<file path="src/hdl/rvv_lite_pkg.sv">
package rvv_lite_pkg;

  // Front end
  localparam int issue_lane = 2;

  // Vector geometry with SEW 8 and LMUL 1
  localparam int vlen     = 64;
  localparam int sew      = 8;
  localparam int num_elem = vlen / sew;
  localparam int num_vreg = 32;

  typedef logic [31:0]     inst_t;
  typedef logic [4:0]      vreg_idx_t;
  typedef logic [vlen-1:0] vreg_data_t;
  typedef logic [sew-1:0]  elem_t;

  typedef enum logic [2:0] {
    op_add,
    op_sub,
    op_and,
    op_or,
    op_xor,
    op_illegal
  } valu_op_e;

  // OP-V major opcode, OPIVV encoding
  localparam logic [6:0] opcode_op_v  = 7'b1010111;
  localparam logic [2:0] funct3_opivv = 3'b000;

  localparam logic [5:0] funct6_vadd = 6'b000000;
  localparam logic [5:0] funct6_vsub = 6'b000010;
  localparam logic [5:0] funct6_vand = 6'b001001;
  localparam logic [5:0] funct6_vor  = 6'b001010;
  localparam logic [5:0] funct6_vxor = 6'b001011;

  // Register r starts with byte j equal to r*8 + j, wrapping at 256
  function automatic vreg_data_t vrf_reset_value(input vreg_idx_t r);
    vreg_data_t val;
    for (int j = 0; j < num_elem; j++) begin
      val[j*sew +: sew] = elem_t'(int'(r) * num_elem + j);
    end
    return val;
  endfunction

endpackage

</file>
<file path="src/hdl/inst_decode.sv">
`timescale 1ns/1ps

module inst_decode (
  input  logic                      clk,
  input  logic                      rst_n,

  input  logic                      cq_valid,
  input  rvv_lite_pkg::inst_t       cq_inst,
  output logic                      cq_pop,

  output logic                      uop_valid,
  output rvv_lite_pkg::valu_op_e    uop_op,
  output rvv_lite_pkg::vreg_idx_t   uop_vd,
  output rvv_lite_pkg::vreg_idx_t   uop_vs1,
  output rvv_lite_pkg::vreg_idx_t   uop_vs2,
  input  logic                      uop_ready
);

  logic [6:0]             opcode;
  logic [2:0]             funct3;
  logic [5:0]             funct6;
  logic                   vm;
  rvv_lite_pkg::valu_op_e dec_op;

  // Instruction fields
  assign opcode = cq_inst[6:0];
  assign funct3 = cq_inst[14:12];
  assign vm     = cq_inst[25];
  assign funct6 = cq_inst[31:26];

  // Only unmasked OPIVV integer ops are supported
  always_comb begin
    dec_op = rvv_lite_pkg::op_illegal;
    if (opcode == rvv_lite_pkg::opcode_op_v &&
        funct3 == rvv_lite_pkg::funct3_opivv && vm) begin
      case (funct6)
        rvv_lite_pkg::funct6_vadd: dec_op = rvv_lite_pkg::op_add;
        rvv_lite_pkg::funct6_vsub: dec_op = rvv_lite_pkg::op_sub;
        rvv_lite_pkg::funct6_vand: dec_op = rvv_lite_pkg::op_and;
        rvv_lite_pkg::funct6_vor:  dec_op = rvv_lite_pkg::op_or;
        rvv_lite_pkg::funct6_vxor: dec_op = rvv_lite_pkg::op_xor;
        default:                   dec_op = rvv_lite_pkg::op_illegal;
      endcase
    end
  end

  // Refill in the same cycle the held uop leaves
  assign cq_pop = cq_valid && (!uop_valid || uop_ready);

  always_ff @(posedge clk) begin
    if (!rst_n) begin
      uop_valid <= 1'b0;
    end else if (cq_pop) begin
      uop_valid <= 1'b1;
    end else if (uop_ready) begin
      uop_valid <= 1'b0;
    end
  end

  always_ff @(posedge clk) begin
    if (cq_pop) begin
      uop_op  <= dec_op;
      uop_vd  <= cq_inst[11:7];
      uop_vs1 <= cq_inst[19:15];
      uop_vs2 <= cq_inst[24:20];
    end
  end

  a_uop_hold: assert property (
    @(posedge clk) disable iff (!rst_n)
    uop_valid && !uop_ready |=>
      uop_valid && $stable(uop_op) && $stable(uop_vd) &&
      $stable(uop_vs1) && $stable(uop_vs2)
  ) else $error("inst_decode: uop changed while stalled");

endmodule

</file>
<file path="config.mk">
export PLATFORM = sky130hd
export DESIGN_NAME = inst_decode
export DESIGN_NICKNAME = d
export VERILOG_FILES = /design/src/hdl/rvv_lite_pkg.sv /design/src/hdl/inst_decode.sv
export SDC_FILE = /design/constraint.sdc
export NUM_CORES = 1
export LEC_CHECK = 0
export ABC_CLOCK_PERIOD_IN_PS = 1800
export BUFFER_PORTS_ARGS = -buffer_cell sky130_fd_sc_hd__buf_2
export CAP_MARGIN = 20
export CELL_PAD_IN_SITES_DETAIL_PLACEMENT = 1
export CELL_PAD_IN_SITES_GLOBAL_PLACEMENT = 2
export CORE_ASPECT_RATIO = 1.75
export CORE_MARGIN = 2
export CORE_UTILIZATION = 22
export CTS_CLUSTER_SIZE = 25
export DETAILED_ROUTE_END_ITERATION = 6
export GPL_TIMING_DRIVEN = 0
export HOLD_SLACK_MARGIN = 0.12
export PLACE_DENSITY = 0.83
export SETUP_SLACK_MARGIN = 0.2
export SLEW_MARGIN = 25
export SYNTH_ARGS = -nofsm -noshare
export SYNTH_HDL_FRONTEND = slang
export SYNTH_SLANG_ARGS = --single-unit
</file>
<file path="constraint.sdc">
create_clock -name clk -period 1.8 [get_ports clk]
set_input_delay 0.18 -clock clk [delete_from_list [all_inputs] [get_ports clk]]
set_output_delay 0.18 -clock clk [all_outputs]
set_load 0.02 [all_outputs]
</file>
# After elaboration in Yosys (flattened, before gate mapping)
# Cells that the tools add are included.
[word_totals] mem_bits_rw=0 in_bits=36 rom_bits=0 out_inout_bits=20 ff_bits=19 mem_count=0 latchBits=0
[classes] n_div=0 mul=0 bitwise=0 shifts=0 magnitude_cmp=0 n_mux=3 eq_ne=5 n_reduce_logical=8 n_addsub=0
[op_table] operator="6-bit by 4-bit equality test with 1-bit output (second input constant)" n=3
[op_table] operator="3-bit one-hot mux with 5 select lines" n=1
[op_table] operator="7-bit equality test (second input constant)" n=1
[op_table] operator="6-bit by 2-bit equality test with 1-bit output (second input constant)" n=1
[op_table] operator="6-bit zero test" n=1
[op_table] operator="1-bit logical AND" n=3
[op_table] operator="3-bit zero test" n=1
[op_table] operator="1-bit two-way mux" n=2
[op_table] operator="2-bit nonzero test" n=1
[op_table] operator="1-bit zero test" n=1
[op_table] operator="1-bit logical OR" n=1

# Logic depth before layout (Yosys ltp)
[depth] depth_word=4 ltp_mapped=3 mapped_depth_nobuf=3

# Worst setup path after synthesis
# No wires, ideal clock.
[synth_path] kind="reg-to-reg" startpoint="reg uop_valid" endpoint="reg uop_op[0], enable pin" arrival_ns=1.611 n_path_buf=0 period_less_slack_ns=2.019 stages_incl_launch_ff=3 required_ns=1.393 setup_slack_ns=-0.219 cell_sequence="dfxtp_1 -> nor2b_1 -> nor2b_1"
[synth_via] elab_chain_cells=3
[synth_lines] item="start: declaration" line="inst_decode.sv:11" source="output logic uop_valid,"
[synth_lines] item="start signal: assignment" line="inst_decode.sv:52" source="uop_valid <= 1'b0;"
[synth_lines] item="start signal: assignment" line="inst_decode.sv:54" source="uop_valid <= 1'b1;"
[synth_lines] item="start signal: assignment" line="inst_decode.sv:56" source="uop_valid <= 1'b0;"
[synth_lines] item="1-bit zero test" line="inst_decode.sv:48" source="assign cq_pop = cq_valid && (!uop_valid || uop_ready);"
[synth_lines] item="1-bit logical OR" line="inst_decode.sv:48"
[synth_lines] item="1-bit logical AND" line="inst_decode.sv:48"
[synth_lines] item="net cq_pop" line="inst_decode.sv:9" source="output logic cq_pop,"
[synth_lines] item="end signal: assignment" line="inst_decode.sv:62" source="uop_op <= dec_op;"
[synth_lines] item="end: declaration" line="inst_decode.sv:12" source="output rvv_lite_pkg::valu_op_e uop_op,"
# The timed path passes the listed nets, and every way through them passes these cells.
# A chain may end at the register's enable or synchronous reset.

# Worst setup path after layout
[layout_path] startpoint="reg uop_valid" endpoint="out cq_pop"
[layout_via] elab_chain_cells=3
[layout_lines] item="1-bit zero test" line="inst_decode.sv:48"
[layout_lines] item="1-bit logical OR" line="inst_decode.sv:48"
[layout_lines] item="1-bit logical AND" line="inst_decode.sv:48"
[layout_lines] item="end: declaration" line="inst_decode.sv:9"
# No other way between the ends.

==> flow_summary.toml <==
[run_status]
status = "finished, final reports clean"

[sta]
post-route-period-util_pct = 71.3
timing.fmax_mhz = 779
setup_viol = 0
tns_ns = 0
slew_violations = 0
tightest_slew_ns = 0.426
worst_slew_margin_rel_pct = 71.2
final_hold_viol_count = 0
fin_skew_ns = 0.00173
fin_hold_ws_ns = 0.133
grt_setup_unrepaired = "no"
final.min_clock_period_ns = 1.28

[floorplanning]
start_util_pct = 22.7
die_w_um = 46.5
dieHeight_um = 78.5
rows = 27
ios = 56
dieArea_um2 = 3650
fp.coreArea_um2 = 3070

[synth]
synth.most_common_cell = "edfxtp_1"
netlist_top_cells_area = "edfxtp_1, nor4_4, dfxtp_1, nor2b_1, nand2_1"
yosysSeqAreaShare_pct = 80.4
ys_types = 15
yosys_warnings = 0
async_flop_share_pct = 0
synth_edf_count = 18
syn_avg_cell_area_um2 = 19.4
synth_top_area_cell = "edfxtp_1"
synth-seq-cells = 19
syn-num-nets = 72
netlist_area_um2 = 697
syn_inst = 36
yosys-top-cells-count = "edfxtp_1, nand2_1, nor2b_1"
yosysTopAreaCellShare_pct = 77.6
ys.flop_type = "edfxtp_1"

[global_route]
grt_pass1_vias = 657
antenna_found_initial = 0
overflow = 0
grt_pass1_wl_mm = 2.64
grt_max_degree = 19
grt_util_all_layers_pct = 10.2

[placed_design]
routabilityCongestion = 0.654
portBuffers = 55

[routing]
route.antenna.remaining_nets = 0
drt_iter0_markers = 1
routedWlPerCell_um = 11.1
viasPerCell = 3.94
num_vias = 607
wl_mm = 1.71
dr.pass1.iters = 3
drc = 0

[critical_path]
critical_path.startpoint = "uop_valid"
crit_chain = "nor2b_1 > nor2b_4 > buf_2"
crit_fanout = 2
worstSetupPathType = "reg -> out"
crit_path_max_incr_delay_ns = 0.33
path_delay_family = "simple AND/OR/NAND/NOR gates"
crit_required_ns = 1.62
end_kind = "output port"
cp.buffers_inverters = 1
startpoint_type = "flop"
cp_slowest_cell = "dfxtp_1"
reg2reg_from = "uop_valid"
arrival_ns = 1.10

[final_layout]
ff_latch_area_um2 = 561
drive_gt1_share_pct = 56.8
fillers = 347
multi_input_area_um2 = 144
syn2layout_area_growth_pct = 77.4
n_antenna_cell = 0
finalNetCount = 148

[power]
totalPowerFinal_w = 0.000946
power_density_nw_per_um2 = 766
p_leak_nw = 0.536
vdd_drop_max_uv = 363
power_frac_seq_pct = 54.6
p_sw_share_pct = 21.4
switchingPower_w = 0.000203
clock_power_share_pct = 29.5
p_comb_share_pct = 15.9
p_int_w = 0.000744

[clock_tree]
clk_latency_ns = 0.24
clk_pin_slew_worst_paths_ns = 0.06
cts_made_buffers = 3
cts_tree = "yes"
clockBufferDepth = 2
cts_root_buffer = "clkbuf_8"
cts_htree_levels = 1
cts.sinks = 19

[hold_path]
min_from = "rst_n"
worst_hold_path_type = "in -> reg"

[run]
maxCapViolations = 0
-- metal layers --
metal / GRT usage [%] / vias to the layer above / part of all wire, % / routed length [µm]
met1: 10.0 / 268 / 33 / 572
met5: 0 / - / 0 / 0
met4: 5.14 / 0 / 0.82 / 14
li1: - / 293 / - / -
met2: 18.5 / 44 / 55 / 938
met3: 2.30 / 2 / 11 / 188
-- worst paths after layout --
check	endpoint	slack [ns]	cells after the start
setup / recovery	cq_pop	0.52	3
hold / removal	uop_valid	0.13	2
setup reg to reg	uop_op[1]	0.62	3
hold reg to reg	uop_valid	0.69	2
-- timing repair --
item / in CTS / in global routing
resized for setup: 1 / 0
buffers inserted: 1 / 0
endpoints found under the setup margin: 1 / 0
hold endpoints to repair: 15 / 0
hold buffers: 15 / 0
-- sequential cells by signal, indices dropped and copies added, names as in the netlist --
name and flops:
uop_vd 5, uop_vs1 5, uop_vs2 5, uop_op 3
uop_valid 1
-- through the flow --
step	util, %	instance area [µm²]	worst slack, ns	cells
2_1_floorplan	-	699	0.221	36
3_3_place_gp	33.5	1030	0.181	134
3_5_place_dp	33.5	1030	0.120	134
4_1_cts	40.2	1240	0.511	154
5_1_grt	40.2	1240	0.446	154
6_report	40.2	1240	0.517	154
-- kinds of logic after synthesis --
| group | count (synthesis) | share of synthesized area (%) |
|---|---|---|
| flip-flops | 19 | 80.4 |
| XOR/XNOR | 1 | 1.26 |
| AO/OA/AOI/OAI | 3 | 3.05 |
| AND/OR/NAND/NOR | 13 | 15.3 |
-- layout make-up --
class | instances | area share [%]
Multi-Input combinational cell | 17 | 11.6
Sequential cell | 19 | 45.3
Tap cell | 43 | 4.35
Clock buffer | 4 | 3.64
Timing Repair Buffer | 71 | 35.0
-- cell usage in the layout, fill, tap and decap left out, drive strengths merged --
cell,count
o31ai,1
clkbuf,4
o21a,1
dfxtp,1
nor2b,3
nand2,3
nor4,1
or2b,1
o22ai,1
xor2,1
and3,1
or4,1
dlygate4sd3,15
nor4b,1
nand4b,1
nand4bb,1
edfxtp,18
buf,56
-- power by group through the flow --
stage	Clock, W	Sequential [W]	Combinational [W]
after floorplan	0	0.000558	0.0000246
after global placement	0	0.000526	0.000119
after detailed placement	0	0.000528	0.000122
after CTS	0.000294	0.000518	0.000152
after global routing	0.000313	0.000519	0.000164
final	0.000279	0.000517	0.000150
(Power assumes the default switching activity.)
