File: src/hdl/rvv_lite_pkg.sv
package rvv_lite_pkg;

  // Front end
  localparam int issue_lane = 2;

  // Vector geometry with SEW 8 and LMUL 1
  localparam int vlen     = 64;
  localparam int sew      = 8;
  localparam int num_elem = vlen / sew;
  localparam int num_vreg = 32;

  typedef logic [31:0]     inst_t;
  typedef logic [4:0]      vreg_idx_t;
  typedef logic [vlen-1:0] vreg_data_t;
  typedef logic [sew-1:0]  elem_t;

  typedef enum logic [2:0] {
    op_add,
    op_sub,
    op_and,
    op_or,
    op_xor,
    op_illegal
  } valu_op_e;

  // OP-V major opcode, OPIVV encoding
  localparam logic [6:0] opcode_op_v  = 7'b1010111;
  localparam logic [2:0] funct3_opivv = 3'b000;

  localparam logic [5:0] funct6_vadd = 6'b000000;
  localparam logic [5:0] funct6_vsub = 6'b000010;
  localparam logic [5:0] funct6_vand = 6'b001001;
  localparam logic [5:0] funct6_vor  = 6'b001010;
  localparam logic [5:0] funct6_vxor = 6'b001011;

  // Register r starts with byte j equal to r*8 + j, wrapping at 256
  function automatic vreg_data_t vrf_reset_value(input vreg_idx_t r);
    vreg_data_t val;
    for (int j = 0; j < num_elem; j++) begin
      val[j*sew +: sew] = elem_t'(int'(r) * num_elem + j);
    end
    return val;
  endfunction

endpackage

File: src/hdl/vec_exec.sv
`timescale 1ns/1ps

module vec_exec (
  input  logic                      clk,
  input  logic                      rst_n,

  input  logic                      uop_valid,
  input  rvv_lite_pkg::valu_op_e    uop_op,
  input  rvv_lite_pkg::vreg_idx_t   uop_vd,
  input  rvv_lite_pkg::vreg_idx_t   uop_vs1,
  input  rvv_lite_pkg::vreg_idx_t   uop_vs2,
  output logic                      uop_ready,

  output logic                      rt_valid,
  output rvv_lite_pkg::vreg_idx_t   rt_vd,
  output rvv_lite_pkg::vreg_data_t  rt_data,
  output logic                      rt_illegal,
  input  logic                      rt_ready
);

  rvv_lite_pkg::vreg_data_t vrf [rvv_lite_pkg::num_vreg];

  rvv_lite_pkg::vreg_data_t src1;
  rvv_lite_pkg::vreg_data_t src2;
  rvv_lite_pkg::vreg_data_t result;
  logic                     accept;
  logic                     is_illegal;
  logic                     wr_en;

  // One element, wrapping arithmetic, no carry out
  function automatic rvv_lite_pkg::elem_t elem_alu(
    input rvv_lite_pkg::valu_op_e op,
    input rvv_lite_pkg::elem_t    a,
    input rvv_lite_pkg::elem_t    b
  );
    case (op)
      rvv_lite_pkg::op_add: return a + b;
      rvv_lite_pkg::op_sub: return a - b;
      rvv_lite_pkg::op_and: return a & b;
      rvv_lite_pkg::op_or:  return a | b;
      rvv_lite_pkg::op_xor: return a ^ b;
      default:              return '0;
    endcase
  endfunction

  assign src1 = vrf[uop_vs1];
  assign src2 = vrf[uop_vs2];

  // vd = vs2 op vs1 per element
  always_comb begin
    result = '0;
    for (int e = 0; e < rvv_lite_pkg::num_elem; e++) begin
      result[e*rvv_lite_pkg::sew +: rvv_lite_pkg::sew] =
        elem_alu(uop_op,
                 src2[e*rvv_lite_pkg::sew +: rvv_lite_pkg::sew],
                 src1[e*rvv_lite_pkg::sew +: rvv_lite_pkg::sew]);
    end
  end

  assign uop_ready  = !rt_valid || rt_ready;
  assign accept     = uop_valid && uop_ready;
  assign is_illegal = (uop_op == rvv_lite_pkg::op_illegal);
  assign wr_en      = accept && !is_illegal;

  // Register file, loaded with a known pattern on reset
  always_ff @(posedge clk) begin
    if (!rst_n) begin
      for (int r = 0; r < rvv_lite_pkg::num_vreg; r++) begin
        vrf[r] <= rvv_lite_pkg::vrf_reset_value(rvv_lite_pkg::vreg_idx_t'(r));
      end
    end else if (wr_en) begin
      vrf[uop_vd] <= result;
    end
  end

  // Retire slot
  always_ff @(posedge clk) begin
    if (!rst_n) begin
      rt_valid <= 1'b0;
    end else if (accept) begin
      rt_valid <= 1'b1;
    end else if (rt_ready) begin
      rt_valid <= 1'b0;
    end
  end

  always_ff @(posedge clk) begin
    if (accept) begin
      rt_vd      <= uop_vd;
      rt_data    <= is_illegal ? '0 : result;
      rt_illegal <= is_illegal;
    end
  end

  a_rt_hold: assert property (
    @(posedge clk) disable iff (!rst_n)
    rt_valid && !rt_ready |=>
      rt_valid && $stable(rt_vd) && $stable(rt_data) && $stable(rt_illegal)
  ) else $error("vec_exec: retire output changed under back-pressure");

endmodule

File: config.mk
export PLATFORM = sky130hd
export DESIGN_NAME = vec_exec
export DESIGN_NICKNAME = d
export VERILOG_FILES = /design/src/hdl/rvv_lite_pkg.sv /design/src/hdl/vec_exec.sv
export SDC_FILE = /design/constraint.sdc
export NUM_CORES = 2
export LEC_CHECK = 0
export BUFFER_PORTS_ARGS = -buffer_cell sky130_fd_sc_hd__buf_2
export CAP_MARGIN = 20
export CORE_ASPECT_RATIO = 1.75
export CORE_MARGIN = 8
export CORE_UTILIZATION = 45
export DETAILED_ROUTE_END_ITERATION = 7
export PLACE_DENSITY_LB_ADDON = 0.12
export SLEW_MARGIN = 20
export SYNTH_ARGS = -nofsm -noshare
export SYNTH_HDL_FRONTEND = slang
export SYNTH_SLANG_ARGS = --single-unit
File: constraint.sdc
create_clock -name clk -period 7.85 [get_ports clk]
set_input_delay 0.785 -clock clk [delete_from_list [all_inputs] [get_ports clk]]
set_output_delay 0.785 -clock clk [all_outputs]
set_load 0.03 [all_outputs]
---- Word level (Yosys, flattened, before mapping) ----
Memories as Yosys holds them, arrays and structs flattened.
Cells that the tools add are included.
storage, ports and cells
  flip-flop bits (word level) ............. 71
  bits in latches ......................... 0
  RAM bits ................................ 2,048
  memory bits (read-only) ................. 0
  output and inout port bits .............. 72
  memories ................................ 1
cells by class
  add/subtract/negate cells ............... 16
  multiply operators ...................... 0
  divide/modulo/power cells ............... 0
  magnitude comparators ................... 0
  equal/unequal tests ..................... 5
  shift-type cells ........................ 0
  mux-type cells .......................... 17
  bitwise operators ....................... 24
  reduce and logical (&&, ||, !) cells .... 8
memories
  name  words  bits a word  read ports  clocked after memory_dff  wr ports  line            text
  vrf   32     64           2           0                         32        vec_exec.sv:21  rvv_lite_pkg::vreg_data_t vrf [rvv_lite_pkg::num_vreg];
operators with widths
  operator                                                               count
  8-bit one-hot mux with 5 select lines                                  8
  8-bit adder                                                            8
  8-bit bitwise AND                                                      8
  64-bit two-way mux                                                     1
  8-bit OR                                                               8
  64-bit OR reduction                                                    1
  8-bit subtractor                                                       8
  8-bit XOR                                                              8
  1-bit two-way mux                                                      7
  3-bit by 2-bit equality test with 1-bit output, second input constant  2
  3-bit equality test, second input constant                             2
  5-bit two-way mux                                                      1
  3-bit by 1-bit equality test with 1-bit output, second input constant  1
  3-bit logical NOT                                                      1
  1-bit logical AND                                                      2
  1-bit logical NOT                                                      2
  2-bit nonzero test                                                     1
  1-bit logical OR                                                       1

---- Logic depth before layout (Yosys ltp) ----
  word-level depth ........................ 9
  gate-level depth with buffers ........... 27
  mapped depth without buffers ............ 19

---- Worst setup path after synthesis ----
OpenSTA, ideal clock, no wires.
  path kind ............................... input to register
  start point ............................. in uop_vs2[0]
  end point ............................... mem vrf[16][23] in the netlist's numbering (data pin)
  library setup time ...................... 0.269 ns
  arrival ................................. 6.039 ns
  required time ........................... 7.581 ns
  path slack .............................. 1.542 ns
  stages on the path ...................... 22
  buffers on the path ..................... 8
  path through ............................ buf_2 buf_6 buf_4 buf_2 buf_2 buf_2 buf_1 mux4_2 mux4_2 mux2i_1 inv_1 ha_1 nor2b_1 o21ai_0 a21boi_0 o21ai_0 a21oi_1 or3_1 o2111a_1 a311oi_4 buf_4 nand2_1
RTL lines
  item             line            text
  start, declared  vec_exec.sv:11  input rvv_lite_pkg::vreg_idx_t uop_vs2,
  end, declared    vec_exec.sv:21

==> metrics <==
Hold Path Class=in2reg; Reg2Reg Depth=20; setup violators final=0; synth top area cells=edfxtp_1 (56%), mux4_2 (22%), nand2_1 (4.2%), nor2_1 (3.9%), ha_1 (2.1%); Vias=82,500; syn_nets=8,126; IO Count=94; clock skew=0.0428 ns; worst r2r src=vrf[8][41]$_SDFFCE_PN0P_; routability congestion estimate=0.943; Core Area=0.250 mm^2; router iterations before antenna repair=8; Worst EP arrival=7.09 ns; Slew Limit Fails=0; vias in the first global route=80,200; async set-reset flop share out of synthesis=0%; Die Ht=679 um; Synth top area share=56.2%; area grow syn2layout=11.8%; cell taking the most area after synthesis=edfxtp_1; most frequent cells in the layout=edfxtp_1 (2,118), nand2_1 (1,203), nor2_1 (1,146); outcome=complete, no violations; crit path max fanout=59; Sw Share=29.0%; average cell area after synthesis=14.3 um^2; register bit total from synthesis=2,119; hold path depth=3; Synth cell types=92; Worst EP required=8.61 ns; I/O Buffers=93; most common cell after layout, fill and taps aside=edfxtp_1; worst slew pin tran=1.26 ns; Comb power frac=17.1%; Psw=8.11 mW; Seq pwr share=46.0%; largest net degree at the start of global routing=80; unrepaired setup endpoints after global routing=no; row count=243; Pint=19.9 mW; setup bufs post-CTS=0; Reg-to-Reg End=vrf[15][47]$_SDFFCE_PN0P_; Hold-fix buffers, CTS=0; initial antenna violation count=41; Cells after Synth=7,904; Reg2Reg Setup Slack=1.79 ns; Post-synth EDFFs=2,118; Routed Antenna Nets=0; WL per Instance=46.4 um; CTS max path bufs=4; final worst slack=1.52 ns; Yosys warning total=0; hold path start=uop_valid; ys flop type=edfxtp_1; worst slack, placed=0.822 ns; critical path startpoint category=input pin; Hold Fails Final Rpt=0; Final Cycle Share=80.6%; nets=8,066; DRT Wirelength=527 mm; DRC Markers=0; VDD IR max=166 uV; minimum clock period=6.33 ns; CTS buffer count=207; pwr/cell area=221 mW/mm^2; Cell Area, Synth=0.113 mm^2; final setup TNS=0 ns; Max Cap Viol=0; Via density=7.27; Iter 0 DRT Violations=14,100; Post-CTS Resized=0; CTS root buf=clkbuf_16; clk_lat worst skew=0.93 ns; sequential fraction of the synthesis area=56.2%; Die Wd=395 um; fmax=0.158 GHz; LEAKAGE=39.1 nW; H-tree levels=4; first-pass GRT wire length=698 mm; critical path type=in2reg; Starting Density=45.2%; Min-Delay Endpoint=rt_valid$_SDFFE_PN0P_; CTS tree=done; DP HPWL=310 mm; full die area=0.268 mm^2; Slew headroom=16.0%; Worst Setup End Kind=flip-flop; Total GRT Usage=38.1%; clock slew at reported path FFs=0.07 ns; Clk pwr share=37.0%; share of post-route cells with drive strength above 1=26.8%; CTS sink cnt=2,119; grt total ovfl=0
-- synthesized netlist by cell type (9+ instances only) --
library cell / n
o21ai_0: 60
clkbuf_1: 522
nor3_1: 12
mux2_2: 11
buf_6: 39
a21oi_1: 122
a22oi_1: 44
o211ai_1: 12
buf_1: 61
nand3_1: 44
nand2_2: 10
a221oi_1: 41
a21o_1: 10
inv_1: 211
a32oi_1: 17
mux4_2: 1130
o22ai_1: 20
nor2b_1: 42
o21a_1: 9
edfxtp_1: 2118
ha_1: 192
a211oi_1: 39
and3_1: 27
and2_1: 14
nand2_1: 1267
xnor2_1: 66
nor2_1: 1186
a21boi_0: 12
a31oi_1: 20
o221ai_1: 10
mux2i_1: 231
buf_2: 72
buf_4: 66
nand2b_1: 20
xor2_1: 18
-- stage by stage --
step	power, mW	area (um^2)	hold WS [ns]	instances	utilization (%)
detailed placement	17.8	120000	0.535	10900	47.9
global route	28.5	126000	0.168	11300	50.6
floorplan	15.8	113000	0.884	7904	-
finish	28.0	127000	0.139	11300	50.6
global placement	17.7	120000	0.505	10900	47.8
CTS	27.9	126000	0.0981	11300	50.5
-- how the worst max path moves through the flow --
stage,slack [ns],startpoint,end
floorplan,1.54,uop_vs2[0],vrf[16][23]$_SDFFCE_PN1P_
detailed placement,0.82,uop_vs1[1],vrf[30][47]$_SDFFCE_PN1P_
global placement,0.69,uop_vs1[1],vrf[16][47]$_SDFFCE_PN1P_
CTS,1.79,uop_vs1[1],vrf[30][47]$_SDFFCE_PN1P_
finish,1.52,uop_vs1[1],vrf[15][47]$_SDFFCE_PN0P_
global route,1.36,uop_vs1[1],vrf[23][47]$_SDFFCE_PN1P_
-- cell families after synthesis --
| kind of cell | after synthesis | synth area share [%] |
|---|---|---|
| flops | 2119 | 56.2 |
| compound gates | 475 | 2.93 |
| fa+ha+maj | 200 | 2.26 |
| simple gates | 2660 | 9.27 |
| buf+inv | 985 | 3.86 |
| xor+xnor | 85 | 0.670 |
| mux | 1380 | 24.8 |
-- cell type report --
class | instances | area [um^2]
Fill cell | 20900 | 124000
Sequential cell | 2119 | 63600
Multi-Input combinational cell | 4800 | 46800
Clock buffer | 251 | 5470
Timing Repair Buffer | 495 | 4510
Tap cell | 3307 | 4140
Clock inverter | 112 | 1140
Inverter | 221 | 842
Antenna cell | 41 | 103
-- flip-flops by register name (all words and copies together) (netlist names) --
| name | count |
|---|---|
| rt_data | 64 |
| rt_illegal | 1 |
| rt_valid | 1 |
| rt_vd | 5 |
| vrf | 2048 |
-- layer usage --
layer	vias to the layer above	part of all wire (%)	track usage, %
li1	29900	-	-
met1	42600	31	43.8
met2	7599	46	59.2
met3	2365	13	9.96
met4	23	11	32.9
met5	-	0.033	0
-- worst max-delay path, cell delays in order --
cell	delay, ns
buf_8	0.54
mux4_2	0.61
mux4_2	0.48
nand2_1	0.11
nand2_1	0.31
inv_1	0.22
ha_1	0.14
nand2_1	0.04
o21ai_0	0.19
inv_1	0.12
ha_1	0.30
nor2b_1	0.13
o21ai_0	0.11
a21boi_0	0.26
o21ai_0	0.17
a21oi_1	0.80
xnor2_1	0.16
xnor2_1	0.75
a21boi_4	0.25
buf_4	0.30
nor2_1	0.12
-- power by group through the flow --
stage	Clock, mW	Sequential, mW	Combinational, mW
2_1_floorplan	0	13.2	2.62
3_3_place_gp	0	13.1	4.62
3_5_place_dp	0	13.1	4.65
4_1_cts	10.3	12.9	4.66
5_1_grt	10.7	12.9	4.90
6_report	10.4	12.9	4.78
Note: power is estimated with default switching activity, not from simulation.
