===== config.mk =====
export PLATFORM = sky130hd
export DESIGN_NAME = cmd_queue
export DESIGN_NICKNAME = d
export VERILOG_FILES = /design/src/hdl/rvv_lite_pkg.sv /design/src/hdl/cmd_queue.sv
export SDC_FILE = /design/constraint.sdc
export NUM_CORES = 1
export LEC_CHECK = 0
export CAP_MARGIN = 20
export CORE_UTILIZATION = 69
export CTS_CLUSTER_DIAMETER = 150
export CTS_CLUSTER_SIZE = 30
export DETAILED_ROUTE_END_ITERATION = 10
export DONT_BUFFER_PORTS = 1
export PLACE_DENSITY = 0.85
export SLEW_MARGIN = 30
export SYNTH_ARGS = -nofsm -noshare
export SYNTH_HDL_FRONTEND = slang
export SYNTH_SLANG_ARGS = --single-unit

===== constraint.sdc =====
create_clock -name clk -period 7.46 [get_ports clk]
set_input_delay 0 -clock clk [delete_from_list [all_inputs] [get_ports clk]]
set_output_delay 0 -clock clk [all_outputs]
set_load 0.1 [all_outputs]

===== src/hdl/rvv_lite_pkg.sv =====
package rvv_lite_pkg;

  // Front end
  localparam int issue_lane = 2;

  // Vector geometry with SEW 8 and LMUL 1
  localparam int vlen     = 64;
  localparam int sew      = 8;
  localparam int num_elem = vlen / sew;
  localparam int num_vreg = 32;

  typedef logic [31:0]     inst_t;
  typedef logic [4:0]      vreg_idx_t;
  typedef logic [vlen-1:0] vreg_data_t;
  typedef logic [sew-1:0]  elem_t;

  typedef enum logic [2:0] {
    op_add,
    op_sub,
    op_and,
    op_or,
    op_xor,
    op_illegal
  } valu_op_e;

  // OP-V major opcode, OPIVV encoding
  localparam logic [6:0] opcode_op_v  = 7'b1010111;
  localparam logic [2:0] funct3_opivv = 3'b000;

  localparam logic [5:0] funct6_vadd = 6'b000000;
  localparam logic [5:0] funct6_vsub = 6'b000010;
  localparam logic [5:0] funct6_vand = 6'b001001;
  localparam logic [5:0] funct6_vor  = 6'b001010;
  localparam logic [5:0] funct6_vxor = 6'b001011;

  // Register r starts with byte j equal to r*8 + j, wrapping at 256
  function automatic vreg_data_t vrf_reset_value(input vreg_idx_t r);
    vreg_data_t val;
    for (int j = 0; j < num_elem; j++) begin
      val[j*sew +: sew] = elem_t'(int'(r) * num_elem + j);
    end
    return val;
  endfunction

endpackage


===== src/hdl/cmd_queue.sv =====
`timescale 1ns/1ps

module cmd_queue #(
  parameter int cq_depth = 8
) (
  input  logic                                              clk,
  input  logic                                              rst_n,

  input  logic                [rvv_lite_pkg::issue_lane-1:0] push_valid,
  input  rvv_lite_pkg::inst_t [rvv_lite_pkg::issue_lane-1:0] push_inst,
  output logic                [rvv_lite_pkg::issue_lane-1:0] push_ready,

  output logic                                              cq_valid,
  output rvv_lite_pkg::inst_t                               cq_inst,
  input  logic                                              cq_pop
);

  localparam int ptr_w = $clog2(cq_depth);
  localparam int cnt_w = ptr_w + 1;

  rvv_lite_pkg::inst_t mem [cq_depth];

  logic [ptr_w-1:0]                  wr_ptr;
  logic [ptr_w-1:0]                  rd_ptr;
  logic [cnt_w-1:0]                  count;
  logic [cnt_w-1:0]                  count_next;
  logic [cnt_w-1:0]                  free_next;
  logic [cnt_w-1:0]                  push_num;
  logic [rvv_lite_pkg::issue_lane-1:0] push_fire;

  assign push_fire = push_valid & push_ready;

  // Lanes fire as a contiguous group starting at lane 0
  always_comb begin
    push_num = '0;
    for (int l = 0; l < rvv_lite_pkg::issue_lane; l++) begin
      push_num = push_num + cnt_w'(push_fire[l]);
    end
  end

  assign count_next = count + push_num - cnt_w'(cq_pop);
  assign free_next  = cnt_w'(cq_depth) - count_next;

  // Pointers and occupancy
  always_ff @(posedge clk) begin
    if (!rst_n) begin
      wr_ptr <= '0;
      rd_ptr <= '0;
      count  <= '0;
    end else begin
      wr_ptr <= wr_ptr + push_num[ptr_w-1:0];
      rd_ptr <= rd_ptr + ptr_w'(cq_pop);
      count  <= count_next;
    end
  end

  // Lane l may push when at least l+1 entries are free next cycle
  always_ff @(posedge clk) begin
    if (!rst_n) begin
      push_ready <= '0;
    end else begin
      for (int l = 0; l < rvv_lite_pkg::issue_lane; l++) begin
        push_ready[l] <= free_next > cnt_w'(l);
      end
    end
  end

  // Lane l lands l slots past the write pointer
  always_ff @(posedge clk) begin
    for (int l = 0; l < rvv_lite_pkg::issue_lane; l++) begin
      if (push_fire[l]) begin
        mem[wr_ptr + ptr_w'(l)] <= push_inst[l];
      end
    end
  end

  assign cq_valid = (count != '0);
  assign cq_inst  = mem[rd_ptr];

  // Younger lane never enters without the older one
  a_lane_order: assert property (
    @(posedge clk) disable iff (!rst_n)
    push_fire[1] |-> push_fire[0]
  ) else $error("cmd_queue: lane 1 pushed without lane 0");

  // Registered ready must never admit more than the free space
  a_no_overflow: assert property (
    @(posedge clk) disable iff (!rst_n)
    push_num <= cnt_w'(cq_depth) - count
  ) else $error("cmd_queue: push of %0d entries with %0d stored", push_num, count);

  a_no_underflow: assert property (
    @(posedge clk) disable iff (!rst_n)
    cq_pop |-> cq_valid
  ) else $error("cmd_queue: pop while empty");

endmodule


---- After elaboration in Yosys (flattened, before gate mapping) ----
Memory sizes are Yosys's and may differ from the RTL's. A register that Yosys moved wholly into a read port is not among the register bits.
Index checks and enable logic that the tools add are counted.
storage, ports and cells
  input port bits ......................... 69
  output and inout port bits .............. 35
  word-level logic and storage cells ...... 21
  register bits after elaboration ......... 12
  RAM bits ................................ 256
  memories ................................ 1
operators by class
  bitwise operators ....................... 1
  reductions and logical operators ........ 1
  $add $sub $neg .......................... 7
  muxes and demuxes ....................... 5
  order comparisons ....................... 2
memory list
  memory  depth  bits a word  read ports  clocked after Yosys merged registers in  wr ports  RTL line         RTL
  mem     8      32           1           1                                        2         cmd_queue.sv:21  rvv_lite_pkg::inst_t mem [cq_depth];
operator list
  kind                                                                   number
  4-bit by 1-bit > comparator with 1-bit output (second input constant)  2
  4-bit by 2-bit adder with 4-bit output                                 1
  1-bit 2-to-1 mux                                                       4
  4-bit nonzero test                                                     1
  4-bit by 1-bit subtractor with 4-bit output                            1
  4-bit subtractor (first input constant)                                1
  3-bit by 1-bit adder with 3-bit output                                 1
  3-bit by 1-bit adder with 3-bit output (second input constant)         1
  3-bit by 2-bit adder with 3-bit output                                 1
  3-bit 2-to-1 mux                                                       1
  1-bit by 1-bit adder with 2-bit output                                 1
  2-bit AND                                                              1

---- Longest topological paths before layout ----
  depth after elaboration ................. 6
  depth in mapped cells ................... 11
  depth with buffers taken out ............ 11

---- Worst setup path before layout ----
OpenSTA, ideal clock, no wires.
  kind .................................... register to register
  from .................................... register push_ready[0] (netlist bit)
  to ...................................... memory mem[3][0] (netlist bit) (enable)
  data required time ...................... 6.994 ns
  path slack .............................. 3.381 ns
  data arrival time ....................... 3.613 ns
  cell stages (with the launch flop) ...... 4
  clock period less this slack ............ 4.079 ns
  cell sequence ........................... dfxtp_1 and2_1 nand2_1 o21ai_0
RTL lines
  what                             RTL line         RTL
  start, declared                  cmd_queue.sv:11  output logic [rvv_lite_pkg::issue_lane-1:0] push_ready,
  start signal, assigned by index  cmd_queue.sv:63  push_ready[l] <= free_next > cnt_w'(l);
  end, declared                    cmd_queue.sv:21

==> impl_metrics.env <==
export IMPL_numClockSinks=268
export IMPL_port_buffers=0
export IMPL_startpoint_type="flip-flop"
export IMPL_overflow=0
export IMPL_reg2reg_to="mem[4][29]$_DFFE_PP_"
export IMPL_grt_pass1_wl_um=46200
export IMPL_avgSynthCellArea_um2=18.1
export IMPL_synth_top_area_share_pct=57.1
export IMPL_p_clk_share_pct=17.9
export IMPL_synth_compound_area_share_pct=0.409
export IMPL_dieArea_um2=20100
export IMPL_synthFlopType="edfxtp_1"
export IMPL_totalWireLength_um=29500
export IMPL_min_period_ns=3.85
export IMPL_worstSetupPathType="reg2reg"
export IMPL_n_fill_cell=999
export IMPL_synth_area_leaders="edfxtp_1, mux2_2, mux4_2"
export IMPL_die_w_um=142
export IMPL_synth_xor_area_share_pct=0.585
export IMPL_preCtsSetupSlack_ns=3.68
export IMPL_p_int_mw=2.69
export IMPL_drtIter0Drc=601
export IMPL_grt_setup_unrepaired="false"
export IMPL_synth_simple_area_share_pct=1.85
export IMPL_r2r_start="push_ready[1]$_SDFF_PN0_"
export IMPL_fin_ws_ns=3.61
export IMPL_cp_data_arrival_time_ns=4.10
export IMPL_ys_types=36
export IMPL_ant_nets=0
export IMPL_drt_first_pass_iters=4
export IMPL_slew_headroom_pct=33.1
export IMPL_routedWlPerCell_um=27.1
export IMPL_synth_top_area_cell="edfxtp_1"
export IMPL_skew_ns=0.00719
export IMPL_drc=0
export IMPL_grt_pass1_vias=7952
export IMPL_fin_nets=909
export IMPL_synth_cells=744
export IMPL_worstMarginPinSlew_ns=1.00
export IMPL_slew_violations=0
export IMPL_final_hold_viol_count=0
export IMPL_holdPathStages=4
export IMPL_root_buffer="clkbuf_16"
export IMPL_synth_edf_count=256
export IMPL_via_per_inst=6.74
export IMPL_crit_fanout=18
export IMPL_min_delay_start="cq_pop"
export IMPL_power_density_nw_per_um2=279
export IMPL_path_cells="and2_1, nand2_1, nor3_4, buf_4, mux2_1, dlygate4sd3_1"
export IMPL_grt_use_total_pct=30.9
export IMPL_synthAdderAreaFrac_pct=1.32
export IMPL_synth_common_cells="mux2_2, edfxtp_1, mux4_2"
export IMPL_cts_tree="yes"
export IMPL_cp_required_ns=7.70
export IMPL_die_h_um=142
export IMPL_hold_class="in2reg"
export IMPL_setup_viol=0
export IMPL_antenna_found_initial=1
export IMPL_grt_start_max_net_pins=66
export IMPL_peakVddDrop_v=0.000263
export IMPL_htree_levels=1
export IMPL_sequentialPowerShare_pct=47.5
export IMPL_syn_nets=826
export IMPL_ys_ff_latch=268
export IMPL_leakagePower_nw=4.87
export IMPL_fin_crit_sh_pct=51.7
export IMPL_cp_end_kind="flip-flop"
export IMPL_drv_cap=0
export IMPL_setup_tns_ns=0
export IMPL_fin_util_pct=80.5
export IMPL_combPwrFrac_pct=34.7
export IMPL_dpl_hpwl_um=16700
export IMPL_ios=104
export IMPL_switchingPower_mw=1.55
export IMPL_ys_warnings_count=0
export IMPL_syn2layout_area_growth_pct=13.0
export IMPL_syn_cell_area_um2=13500
export IMPL_path_clk_slew_ns=0.11
export IMPL_clkLatencyLatePin_ns=0.48
export IMPL_coreArea_um2=18900
export IMPL_ys_seq_area_share_pct=58.9
export IMPL_slowest_delay_ns=1.00
export IMPL_reg2reg_slack_ns=3.61
export IMPL_fmax_ghz=0.259
export IMPL_cts_made_buffers=12
export IMPL_status="completed"
export IMPL_drive_gt1_share_pct=48.3
export IMPL_start_util_pct=71.3
export IMPL_cts_resized=0
export IMPL_ys_async_sr_fraction_pct=0
export IMPL_reg2reg_depth=6
export IMPL_synth_top_family_by_area="multiplexers"
export IMPL_worstHoldEndpoint="count[0]$_SDFF_PN0_"
export IMPL_cts_buffer_depth=3
export IMPL_dr_total_vias=7342
export IMPL_crit_slowest_cell="dfxtp_1"
export IMPL_num_rows=50
export IMPL_gp_congestion=0.815
export IMPL_yosysMostFrequentCell="mux2_2"
export IMPL_synth_mux_area_share_pct=34.9
export IMPL_p_sw_share_pct=36.5
-- cell families (layout without fill, tap and decap cells) --
group,count (synthesis),after routing
AOI/OAI and AO/OA,9,9
xor gates and xnor gates,6,6
adders and majority gates,13,13
buffers and inverters,56,141
DFF,268,268
muxes,353,353
other,0,1
and+or+nand+nor,39,39
-- layout make-up --
class                      instances  area, µm²  share of cell area, %
timing repair buffer             113       1190                   7.80
multi-input combinational        420       5380                   35.4
sequential                       268       7940                   52.2
clock inverter                     1       3.75                 0.0247
tap                              260        325                   2.14
antenna                            1       2.50                 0.0164
clock buffer                      15        333                   2.19
inverter                          12       45.0                  0.296
-- worst max-delay path, delay by kind of cell (launching register included) --
| kind | cells | cell delay [ns] |
|---|---|---|
| and+or+nand+nor | 3 | 1.23 |
| buffers and inverters | 2 | 1.00 |
| muxes | 1 | 0.36 |
| DFF | 1 | 1.00 |
-- through the flow --
stage / instances / power, mW / hold slack, ns / instance area [µm²]
6_report: 1090 / 4.24 / 0.0955 / 15200
5_1_grt: 1090 / 4.38 / 0.105 / 15200
4_1_cts: 1089 / 4.24 / 0.0884 / 15200
3_5_place_dp: 975 / 3.42 / 0.125 / 13900
3_3_place_gp: 968 / 3.35 / 0.123 / 13700
2_1_floorplan: 744 / 3.17 / 0.122 / 13500
-- registers in the layout, indices dropped and copies added, names as in the netlist --
signal,cells
wr_ptr,3
rd_ptr,3
push_ready,2
count,4
mem,256
-- power by group through the flow --
stage | clock (mW) | combinational [mW] | sequential [mW]
after global routing | 0.811 | 1.54 | 2.03
after floorplan | 0 | 1.16 | 2.02
after CTS | 0.764 | 1.46 | 2.01
after global placement | 0 | 1.32 | 2.03
after detailed placement | 0 | 1.37 | 2.05
final | 0.758 | 1.47 | 2.01
-- cells in the final DEF, fill, tap and decap left out, types with 5 or more instances in the layout --
cell / instances
mux2_2: 287
edfxtp_1: 256
dlygate4sd3_1: 98
mux4_2: 64
clkbuf_16: 13
inv_1: 12
ha_1: 11
dfxtp_1: 9
and2_1: 8
buf_4: 7
nor2_1: 6
nand2_1: 5
-- timing repair --
item | CTS | global route
hold buffers | 98 | 0
setup buffers | 0 | 0
hold endpoints to repair | 268 | 0
-- worst max path at each step --
stage / start / end / slack [ns] / cells after the start
floorplan: push_ready[0]$_SDFF_PN0_ / mem[3][0]$_DFFE_PP_ / 3.38 / 3
global placement: push_ready[1]$_SDFF_PN0_ / mem[3][18]$_DFFE_PP_ / 3.77 / 4
detailed placement: push_ready[1]$_SDFF_PN0_ / mem[7][17]$_DFFE_PP_ / 3.68 / 6
CTS: push_ready[1]$_SDFF_PN0_ / mem[7][17]$_DFFE_PP_ / 3.56 / 5
global route: push_ready[1]$_SDFF_PN0_ / mem[4][29]$_DFFE_PP_ / 3.46 / 6
finish: push_ready[1]$_SDFF_PN0_ / mem[4][29]$_DFFE_PP_ / 3.61 / 6
-- per-layer routing --
metal,track usage (%),share of wire (%),up-vias
met5,0,0,-
met2,52.8,52,270
met3,4.29,6.3,37
met1,42.2,40,3856
li1,-,-,3179
met4,8.66,1.7,0
(Power assumes the default switching activity.)
